## config.mk

```make
export PLATFORM = sky130hd
export DESIGN_NAME = sm83_core
export DESIGN_NICKNAME = d
export VERILOG_FILES = /design/src/verilog/sm83_pkg.sv /design/src/verilog/sm83_core.sv /design/src/verilog/sm83_decoder.sv /design/src/verilog/sm83_pc_unit.sv /design/src/verilog/sm83_regfile.sv /design/src/verilog/sm83_alu.sv
export SDC_FILE = /design/constraint.sdc
export NUM_CORES = 1
export LEC_CHECK = 0
export BUFFER_PORTS_ARGS = -buffer_cell sky130_fd_sc_hd__buf_2
export CAP_MARGIN = 20
export CORE_UTILIZATION = 45
export DETAILED_ROUTE_END_ITERATION = 12
export GPL_ROUTABILITY_DRIVEN = 0
export PLACE_DENSITY = 0.59
export SKIP_LAST_GASP = 1
export SYNTH_ARGS = -nofsm -noshare
export SYNTH_HDL_FRONTEND = slang
export SYNTH_SLANG_ARGS = --single-unit
```

## constraint.sdc

```tcl
create_clock -name clk -period 7.9 [get_ports clk]
set_input_delay 0.79 -clock clk [delete_from_list [all_inputs] [get_ports clk]]
set_output_delay 0.79 -clock clk [all_outputs]
set_load 0.03 [all_outputs]
```

## src/verilog/sm83_pkg.sv

```systemverilog
package sm83_pkg;

  // Datapath widths
  localparam int DATA_W = 8;
  localparam int ADDR_W = 16;

  // Program counter value after reset
  localparam logic [ADDR_W-1:0] RESET_PC = 16'h0000;

  // Operand field code for [HL], also the Z register code in the core
  localparam logic [2:0] HL_CODE = 3'd6;

  // Register file codes, same order as the opcode operand fields
  typedef enum logic [2:0] {
    REG_B = 3'd0,
    REG_C = 3'd1,
    REG_D = 3'd2,
    REG_E = 3'd3,
    REG_H = 3'd4,
    REG_L = 3'd5,
    REG_Z = HL_CODE,
    REG_A = 3'd7
  } reg_sel_t;

  // First eight codes match opcode bits 5..3 of the ALU group
  typedef enum logic [3:0] {
    ALU_ADD  = 4'd0,
    ALU_ADC  = 4'd1,
    ALU_SUB  = 4'd2,
    ALU_SBC  = 4'd3,
    ALU_AND  = 4'd4,
    ALU_XOR  = 4'd5,
    ALU_OR   = 4'd6,
    ALU_CP   = 4'd7,
    ALU_INC  = 4'd8,
    ALU_DEC  = 4'd9,
    ALU_PASS = 4'd10
  } alu_op_t;

  typedef struct packed {
    logic z;
    logic n;
    logic h;
    logic c;
  } flags_t;

  // Memory address source
  typedef enum logic {
    ADDR_PC = 1'b0,
    ADDR_HL = 1'b1
  } addr_sel_t;

  // Register write data source
  typedef enum logic {
    WSRC_ALU = 1'b0,
    WSRC_MEM = 1'b1
  } wsrc_t;

endpackage
```

## src/verilog/sm83_core.sv

```systemverilog
`timescale 1ns/100ps

module sm83_core
  import sm83_pkg::*;
(
  input  logic              clk,
  input  logic              rst,
  input  logic [DATA_W-1:0] mem_rdata,
  output logic [ADDR_W-1:0] mem_addr,
  output logic [DATA_W-1:0] mem_wdata,
  output logic              mem_rd,
  output logic              mem_wr
);

  // Decoder control
  logic      pc_inc;
  addr_sel_t addr_sel;
  logic      rf_we;
  reg_sel_t  rf_wsel;
  wsrc_t     rf_wsrc;
  reg_sel_t  rf_rsel;
  logic      flags_we;
  alu_op_t   alu_op;

  // Datapath
  logic [DATA_W-1:0] reg_a;
  logic [DATA_W-1:0] rdata;
  logic [DATA_W-1:0] alu_result;
  logic [ADDR_W-1:0] hl;
  flags_t            flags;
  flags_t            alu_flags;

  assign mem_wdata = rdata;

  sm83_decoder u_decoder (
    .clk       (clk),
    .rst       (rst),
    .mem_rdata (mem_rdata),
    .mem_rd    (mem_rd),
    .mem_wr    (mem_wr),
    .pc_inc    (pc_inc),
    .addr_sel  (addr_sel),
    .rf_we     (rf_we),
    .rf_wsel   (rf_wsel),
    .rf_wsrc   (rf_wsrc),
    .rf_rsel   (rf_rsel),
    .flags_we  (flags_we),
    .alu_op    (alu_op)
  );

  sm83_regfile u_regfile (
    .clk        (clk),
    .rst        (rst),
    .rf_we      (rf_we),
    .rf_wsel    (rf_wsel),
    .rf_wsrc    (rf_wsrc),
    .rf_rsel    (rf_rsel),
    .flags_we   (flags_we),
    .alu_result (alu_result),
    .alu_flags  (alu_flags),
    .mem_rdata  (mem_rdata),
    .rdata      (rdata),
    .reg_a      (reg_a),
    .hl         (hl),
    .flags      (flags)
  );

  sm83_alu u_alu (
    .alu_op     (alu_op),
    .reg_a      (reg_a),
    .rdata      (rdata),
    .flags      (flags),
    .alu_result (alu_result),
    .alu_flags  (alu_flags)
  );

  sm83_pc_unit u_pc_unit (
    .clk      (clk),
    .rst      (rst),
    .pc_inc   (pc_inc),
    .addr_sel (addr_sel),
    .hl       (hl),
    .mem_addr (mem_addr)
  );

endmodule

```

## src/verilog/sm83_decoder.sv

```systemverilog
`timescale 1ns/100ps

module sm83_decoder
  import sm83_pkg::*;
(
  input  logic              clk,
  input  logic              rst,
  input  logic [DATA_W-1:0] mem_rdata,
  output logic              mem_rd,
  output logic              mem_wr,
  output logic              pc_inc,
  output addr_sel_t         addr_sel,
  output logic              rf_we,
  output reg_sel_t          rf_wsel,
  output wsrc_t             rf_wsrc,
  output reg_sel_t          rf_rsel,
  output logic              flags_we,
  output alu_op_t           alu_op
);

  logic [DATA_W-1:0] ir;
  logic [1:0]        m_cycle;
  logic [1:0]        m_cycle_next;
  logic [2:0]        dst;
  logic [2:0]        src;

  // Last M-cycle an opcode needs before the next fetch
  function automatic logic [1:0] last_mcycle(input logic [DATA_W-1:0] op);
    logic [2:0] d;
    logic [2:0] s;
    d = op[5:3];
    s = op[2:0];
    last_mcycle = 2'd0;
    case (op[7:6])
      2'b00: begin
        // LD r,n and LD [HL],n
        if (s == HL_CODE) begin
          last_mcycle = (d == HL_CODE) ? 2'd2 : 2'd1;
        end
      end
      2'b01: begin
        // One side of the move is [HL], both sides is HALT
        if ((d == HL_CODE) != (s == HL_CODE)) begin
          last_mcycle = 2'd1;
        end
      end
      default: begin
        // ALU op on [HL] or on an immediate
        if (s == HL_CODE) begin
          last_mcycle = 2'd1;
        end
      end
    endcase
  endfunction

  assign dst = ir[5:3];
  assign src = ir[2:0];

  always_comb begin
    case (m_cycle)
      2'd0:    m_cycle_next = (last_mcycle(mem_rdata) != 2'd0) ? 2'd1 : 2'd0;
      2'd1:    m_cycle_next = (last_mcycle(ir) == 2'd2) ? 2'd2 : 2'd0;
      default: m_cycle_next = 2'd0;
    endcase
  end

  always_ff @(posedge clk) begin
    if (rst) begin
      m_cycle <= 2'd0;
      ir      <= '0;
    end else begin
      m_cycle <= m_cycle_next;
      if (m_cycle == 2'd0) begin
        ir <= mem_rdata;
      end
    end
  end

  always_comb begin
    mem_rd   = 1'b0;
    mem_wr   = 1'b0;
    pc_inc   = 1'b0;
    addr_sel = ADDR_PC;
    rf_we    = 1'b0;
    rf_wsel  = REG_A;
    rf_wsrc  = WSRC_ALU;
    rf_rsel  = REG_Z;
    flags_we = 1'b0;
    alu_op   = ALU_PASS;

    case (m_cycle)
      2'd0: begin
        // Fetch, while ir still holds the instruction being finished
        mem_rd = 1'b1;
        pc_inc = 1'b1;
        if (ir[7:6] == 2'b00 && src[2:1] == 2'b10 && dst != HL_CODE) begin
          // INC r / DEC r keep the carry
          rf_rsel  = reg_sel_t'(dst);
          rf_wsel  = reg_sel_t'(dst);
          alu_op   = src[0] ? ALU_DEC : ALU_INC;
          rf_we    = 1'b1;
          flags_we = 1'b1;
        end else if (ir[7:6] == 2'b00 && src == HL_CODE && dst != HL_CODE) begin
          // LD r,n from Z
          rf_wsel = reg_sel_t'(dst);
          rf_we   = 1'b1;
        end else if (ir[7:6] == 2'b01 && dst != HL_CODE) begin
          // LD r,r' and LD r,[HL], the Z code reads the loaded byte
          rf_rsel = reg_sel_t'(src);
          rf_wsel = reg_sel_t'(dst);
          rf_we   = 1'b1;
        end else if (ir[7:6] == 2'b10 || (ir[7:6] == 2'b11 && src == HL_CODE)) begin
          rf_rsel  = reg_sel_t'(src);
          alu_op   = alu_op_t'({1'b0, dst});
          flags_we = 1'b1;
          rf_we    = (alu_op != ALU_CP);
        end
      end
      2'd1: begin
        if (ir[7:6] == 2'b01 && dst == HL_CODE) begin
          // LD [HL],r
          mem_wr   = 1'b1;
          addr_sel = ADDR_HL;
          rf_rsel  = reg_sel_t'(src);
        end else begin
          // Operand byte into Z
          mem_rd  = 1'b1;
          rf_we   = 1'b1;
          rf_wsel = REG_Z;
          rf_wsrc = WSRC_MEM;
          if (ir[7] == ir[6]) begin
            pc_inc = 1'b1;
          end else begin
            addr_sel = ADDR_HL;
          end
        end
      end
      default: begin
        // LD [HL],n stores the immediate held in Z
        mem_wr   = 1'b1;
        addr_sel = ADDR_HL;
        rf_rsel  = REG_Z;
      end
    endcase
  end

  a_rd_wr_excl: assert property (@(posedge clk) disable iff (rst) !(mem_rd && mem_wr));

  a_mcycle_max: assert property (@(posedge clk) disable iff (rst) m_cycle <= 2'd2);

endmodule

```

## src/verilog/sm83_pc_unit.sv

```systemverilog
`timescale 1ns/100ps

module sm83_pc_unit
  import sm83_pkg::*;
(
  input  logic              clk,
  input  logic              rst,
  input  logic              pc_inc,
  input  addr_sel_t         addr_sel,
  input  logic [ADDR_W-1:0] hl,
  output logic [ADDR_W-1:0] mem_addr
);

  logic [ADDR_W-1:0] pc;

  always_ff @(posedge clk) begin
    if (rst) begin
      pc <= RESET_PC;
    end else if (pc_inc) begin
      pc <= pc + ADDR_W'(1);
    end
  end

  // Opcode and immediate reads use PC, operand accesses use HL
  assign mem_addr = (addr_sel == ADDR_HL) ? hl : pc;

  // PC only advances past bytes it has just addressed
  a_inc_on_pc: assert property (@(posedge clk) disable iff (rst)
    pc_inc |-> addr_sel == ADDR_PC);

endmodule

```

## src/verilog/sm83_regfile.sv

```systemverilog
`timescale 1ns/100ps

module sm83_regfile
  import sm83_pkg::*;
(
  input  logic              clk,
  input  logic              rst,
  input  logic              rf_we,
  input  reg_sel_t          rf_wsel,
  input  wsrc_t             rf_wsrc,
  input  reg_sel_t          rf_rsel,
  input  logic              flags_we,
  input  logic [DATA_W-1:0] alu_result,
  input  flags_t            alu_flags,
  input  logic [DATA_W-1:0] mem_rdata,
  output logic [DATA_W-1:0] rdata,
  output logic [DATA_W-1:0] reg_a,
  output logic [ADDR_W-1:0] hl,
  output flags_t            flags
);

  // B, C, D, E, H, L, Z, A indexed by reg_sel_t
  logic [DATA_W-1:0] regs [8];
  logic [DATA_W-1:0] wdata;

  // Write source mux
  assign wdata = (rf_wsrc == WSRC_MEM) ? mem_rdata : alu_result;

  always_ff @(posedge clk) begin
    if (rst) begin
      for (int i = 0; i < 8; i++) begin
        regs[i] <= '0;
      end
      flags <= '0;
    end else begin
      if (rf_we) begin
        regs[rf_wsel] <= wdata;
      end
      if (flags_we) begin
        flags <= alu_flags;
      end
    end
  end

  // Read port also feeds the memory write data
  assign rdata = regs[rf_rsel];
  assign reg_a = regs[REG_A];
  assign hl    = {regs[REG_H], regs[REG_L]};

  // Bytes loaded from memory never carry flag updates
  a_no_flags_on_load: assert property (@(posedge clk) disable iff (rst)
    !(flags_we && rf_we && rf_wsrc == WSRC_MEM));

endmodule

```

## src/verilog/sm83_alu.sv

```systemverilog
`timescale 1ns/100ps

module sm83_alu
  import sm83_pkg::*;
(
  input  alu_op_t           alu_op,
  input  logic [DATA_W-1:0] reg_a,
  input  logic [DATA_W-1:0] rdata,
  input  flags_t            flags,
  output logic [DATA_W-1:0] alu_result,
  output flags_t            alu_flags
);

  logic [DATA_W:0] sum;
  logic [4:0]      half;
  logic            cin;

  always_comb begin
    sum        = '0;
    half       = '0;
    cin        = 1'b0;
    alu_result = '0;
    alu_flags  = flags;

    case (alu_op)
      ALU_ADD, ALU_ADC: begin
        cin         = (alu_op == ALU_ADC) && flags.c;
        sum         = {1'b0, reg_a} + {1'b0, rdata} + {{DATA_W{1'b0}}, cin};
        half        = {1'b0, reg_a[3:0]} + {1'b0, rdata[3:0]} + {4'b0, cin};
        alu_result  = sum[DATA_W-1:0];
        alu_flags.n = 1'b0;
        alu_flags.h = half[4];
        alu_flags.c = sum[DATA_W];
      end
      ALU_SUB, ALU_SBC, ALU_CP: begin
        // Top bit of the wrapped difference is the borrow
        cin         = (alu_op == ALU_SBC) && flags.c;
        sum         = {1'b0, reg_a} - {1'b0, rdata} - {{DATA_W{1'b0}}, cin};
        half        = {1'b0, reg_a[3:0]} - {1'b0, rdata[3:0]} - {4'b0, cin};
        alu_result  = sum[DATA_W-1:0];
        alu_flags.n = 1'b1;
        alu_flags.h = half[4];
        alu_flags.c = sum[DATA_W];
      end
      ALU_AND: begin
        alu_result = reg_a & rdata;
        alu_flags  = '{z: 1'b0, n: 1'b0, h: 1'b1, c: 1'b0};
      end
      ALU_XOR: begin
        alu_result = reg_a ^ rdata;
        alu_flags  = '0;
      end
      ALU_OR: begin
        alu_result = reg_a | rdata;
        alu_flags  = '0;
      end
      ALU_INC: begin
        half        = {1'b0, rdata[3:0]} + 5'd1;
        alu_result  = rdata + DATA_W'(1);
        alu_flags.n = 1'b0;
        alu_flags.h = half[4];
      end
      ALU_DEC: begin
        half        = {1'b0, rdata[3:0]} - 5'd1;
        alu_result  = rdata - DATA_W'(1);
        alu_flags.n = 1'b1;
        alu_flags.h = half[4];
      end
      default: begin
        // Register copy
        alu_result = rdata;
      end
    endcase

    if (alu_op != ALU_PASS) begin
      alu_flags.z = (alu_result == '0);
    end
  end

endmodule

```

==> impl_metrics.json <==
{
  "p_leak_nw": 3.04,
  "cts.root.buffer_cell": "clkbuf_16",
  "combPwrFrac_pct": 34.2,
  "drv_cap": 0,
  "grt_pass1_wl_um": 28900,
  "dr.pass1.iters": 5,
  "synth_top_area_share_pct": 28.7,
  "antenna_left": 0,
  "drc_errors": 0,
  "crit_slowest_cell": "fa_1",
  "syn_nets": 757,
  "crit_type": "register to register",
  "cp-end-kind": "register",
  "ir_drop_mv": 0.111,
  "grt_max_degree": 41,
  "fin_cells": 903,
  "yosysUniqueCellTypes": 80,
  "cts_setup_buffers": 0,
  "setup_viol": 0,
  "netlist_area_sq_um": 6700,
  "crit_chain": "inv_1 -> ha_1 -> or4b_1 -> a221oi_2 -> o21ai_2 -> buf_4 -> a221oi_1 -> o21ai_0 -> o21ai_2 -> inv_1 -> fa_1 -> inv_1 -> ha_1 -> o21ai_0 -> a21boi_0 -> o21ai_0 -> a21boi_0 -> o21a_1 -> or3_1 -> a31o_2 -> o21ai_1 -> a21oi_1",
  "post_cts_resized": 0,
  "initial_core_util_pct": 46.1,
  "grt_pass1_vias": 5040,
  "relSlewSlack_pct": 29.4,
  "powerDensity_nw_per_um2": 216,
  "clock_latency_ns": 0.36,
  "hpwl_um": 14300,
  "fin_crit_ns": 6.26,
  "p_clk_share_pct": 30.0,
  "tns_ns": 0,
  "path_max_fanout": 23,
  "portBuffers": 35,
  "core_area_sq_um": 14500,
  "antenna_found_initial": 0,
  "status": "complete, no violations",
  "post-route-period-util_pct": 79.3,
  "dp_cells": 886,
  "avgViaCountPerCell": 6.07,
  "hold_class": "register to register",
  "htree_num_levels": 3,
  "clock_skew_ns": 0.0119,
  "synth_top_cells_by_count": "nor2_1 (65), edfxtp_1 (64), nand2_1 (54)",
  "grt_busiest_layer": "met2",
  "required_ns": 7.98,
  "synthArstFlopShare_pct": 0,
  "p_switching_mw": 0.558,
  "wl_per_cell_um": 21.1,
  "cts_hold_buffers": 0,
  "worst_slack_ns": 1.64,
  "multi_input_area_sq_um": 3850,
  "diodes": 0,
  "wl_um": 19100,
  "tightest_slew_ns": 1.06,
  "rows": 44,
  "met2_usage_pct": 40.4,
  "yosysSeqAreaShare_pct": 36.7,
  "layout.nets": 774,
  "drive_above_1_share_pct": 15.2,
  "cts_sinks": 91,
  "drv_slew": 0,
  "startpoint_type": "register",
  "met1_usage_pct": 35.9,
  "numCtsBuffers": 9,
  "report.power.total_mw": 1.56,
  "p_int_mw": 1.00,
  "yosysMostFrequentCell": "nor2_1",
  "vias": 5484,
  "ys.flop_type": "edfxtp_1",
  "swShare_pct": 35.8,
  "grt.overflow.total": 0,
  "pre_cts_slack_ns": 1.72,
  "syn_inst": 697,
  "cp_top_family": "compound AO/OA/AOI/OAI gates",
  "drtIter0Drc": 602,
  "synth_top_area_cell": "edfxtp_1",
  "yosysWarnings": 0,
  "power_frac_seq_pct": 35.9,
  "synth_seq_cells": 91,
  "die_area_sq_um": 15400,
  "boundaryPins": 36,
  "cts_tree": "done",
  "rsz0062_at_grt": "false",
  "seqCellArea_sq_um": 2460,
  "syn2layout_area_growth_pct": 7.82,
  "gr-usage-met3_pct": 4.12,
  "cp_num_buf_inv": 4,
  "fmax_mhz": 160,
  "die_x_um": 124,
  "avgSynthCellArea_sq_um": 9.61,
  "cts.path.max_buffers": 2,
  "fp.dieH_um": 124,
  "cpPeakStageDelay_ns": 0.58,
  "clk_pin_slew_ns": 0.07,
  "yosys-top-cells-area": "edfxtp_1 (29%), ha_1 (8.4%), dfxtp_1 (8.1%)",
  "finalHoldViolCount": 0,
  "fillCellCount": 1346,
  "cp.arrival_ns": 6.34,
  "synth-edff-count": 64,
  "grt_usage_pct": 25.9
}
-- worst min-delay path: stages (launching register included) --
cell,delay (ns)
dfxtp_1,0.31
inv_1,0.07
a221oi_1,0.07
-- power groups by stage --
stage          Sequential [mW]  Clock, mW  Combinational [mW]
5_1_grt                  0.561      0.488               0.578
3_5_place_dp             0.569          0               0.521
3_3_place_gp             0.568          0               0.518
6_report                 0.559      0.467               0.533
2_1_floorplan            0.556          0               0.400
4_1_cts                  0.559      0.473               0.524
-- final cells by class --
class                           count  share of cell area [%]
Clock inverter                      6                    1.23
Sequential cell                    91                    34.1
Timing Repair Buffer               38                    2.84
Clock buffer                       10                    3.17
Inverter                           41                    2.15
Multi-Input combinational cell    533                    53.4
Tap cell                          184                    3.19
-- final timing paths --
check	startpoint	slack (ns)	endpoint	cells past startpoint
max reg2reg	u_decoder.ir[7]$_SDFFE_PP0P_	1.64	u_regfile.regs[0][7]$_SDFFCE_PN0P_	22
min reg2reg	u_regfile.flags[0]$_SDFFE_PP0P_	0.50	u_regfile.flags[0]$_SDFFE_PP0P_	2
min	u_regfile.flags[0]$_SDFFE_PP0P_	0.50	u_regfile.flags[0]$_SDFFE_PP0P_	2
max	u_decoder.ir[7]$_SDFFE_PP0P_	1.64	u_regfile.regs[0][7]$_SDFFCE_PN0P_	22
-- kinds of logic after synthesis --
| kind of cell | share of synthesized area [%] |
|---|---|
| xor+xnor | 2.48 |
| flops | 36.7 |
| simple gates | 18.7 |
| fa+ha+maj | 9.90 |
| compound gates | 17.5 |
| buf+inv | 5.79 |
| mux | 8.83 |
-- layer usage --
metal,part of all wire (%),vias to the layer above
met3,6.5,35
met4,2.6,0
met1,45,2663
li1,-,2578
met5,0,-
met2,46,208
-- state kept, by name, indices dropped and copies added, names as in the netlist --
name and count:
u_decoder.m_cycle 2, u_regfile.flags 1, u_regfile.regs 64, u_decoder.ir 8
u_pc_unit.pc 16
-- through the flow --
stage	hold slack [ns]	utilization, %	instance area (sq um)
after global placement	0.479	47.4	6890
final	0.503	49.7	7230
after floorplan	0.463	-	6700
after global routing	0.537	49.7	7230
after detailed placement	0.495	47.4	6890
after CTS	0.504	49.6	7210
-- placed cells by master (no fill, tap or decap), types with 4 or more instances in the layout --
cell,netlist,routed
or2_2,6,6
a31oi_1,4,4
edfxtp_1,64,64
o22ai_1,8,8
o21a_1,10,10
o21ai_1,4,4
nand2_1,54,54
o211ai_1,4,4
fa_1,5,5
nand4_1,7,7
and2_1,5,5
clkbuf_16,0,9
and3_1,5,5
xnor2_1,6,6
a21oi_1,33,32
a21o_1,9,9
mux2_2,17,17
or3_1,5,5
inv_1,40,40
o221ai_1,4,4
buf_2,3,35
mux2i_1,40,40
ha_1,45,45
o31ai_1,4,4
nor2b_1,11,11
nand2b_1,16,16
nor3_1,31,31
xor2_1,13,13
a21oi_2,3,4
o21ai_0,25,25
o211a_1,4,4
nand3_1,16,16
a21boi_0,5,5
a211oi_1,8,8
a221oi_1,5,5
dfxtp_1,27,27
nor2_1,65,65
No activity file was read; power rests on OpenSTA's default activity.
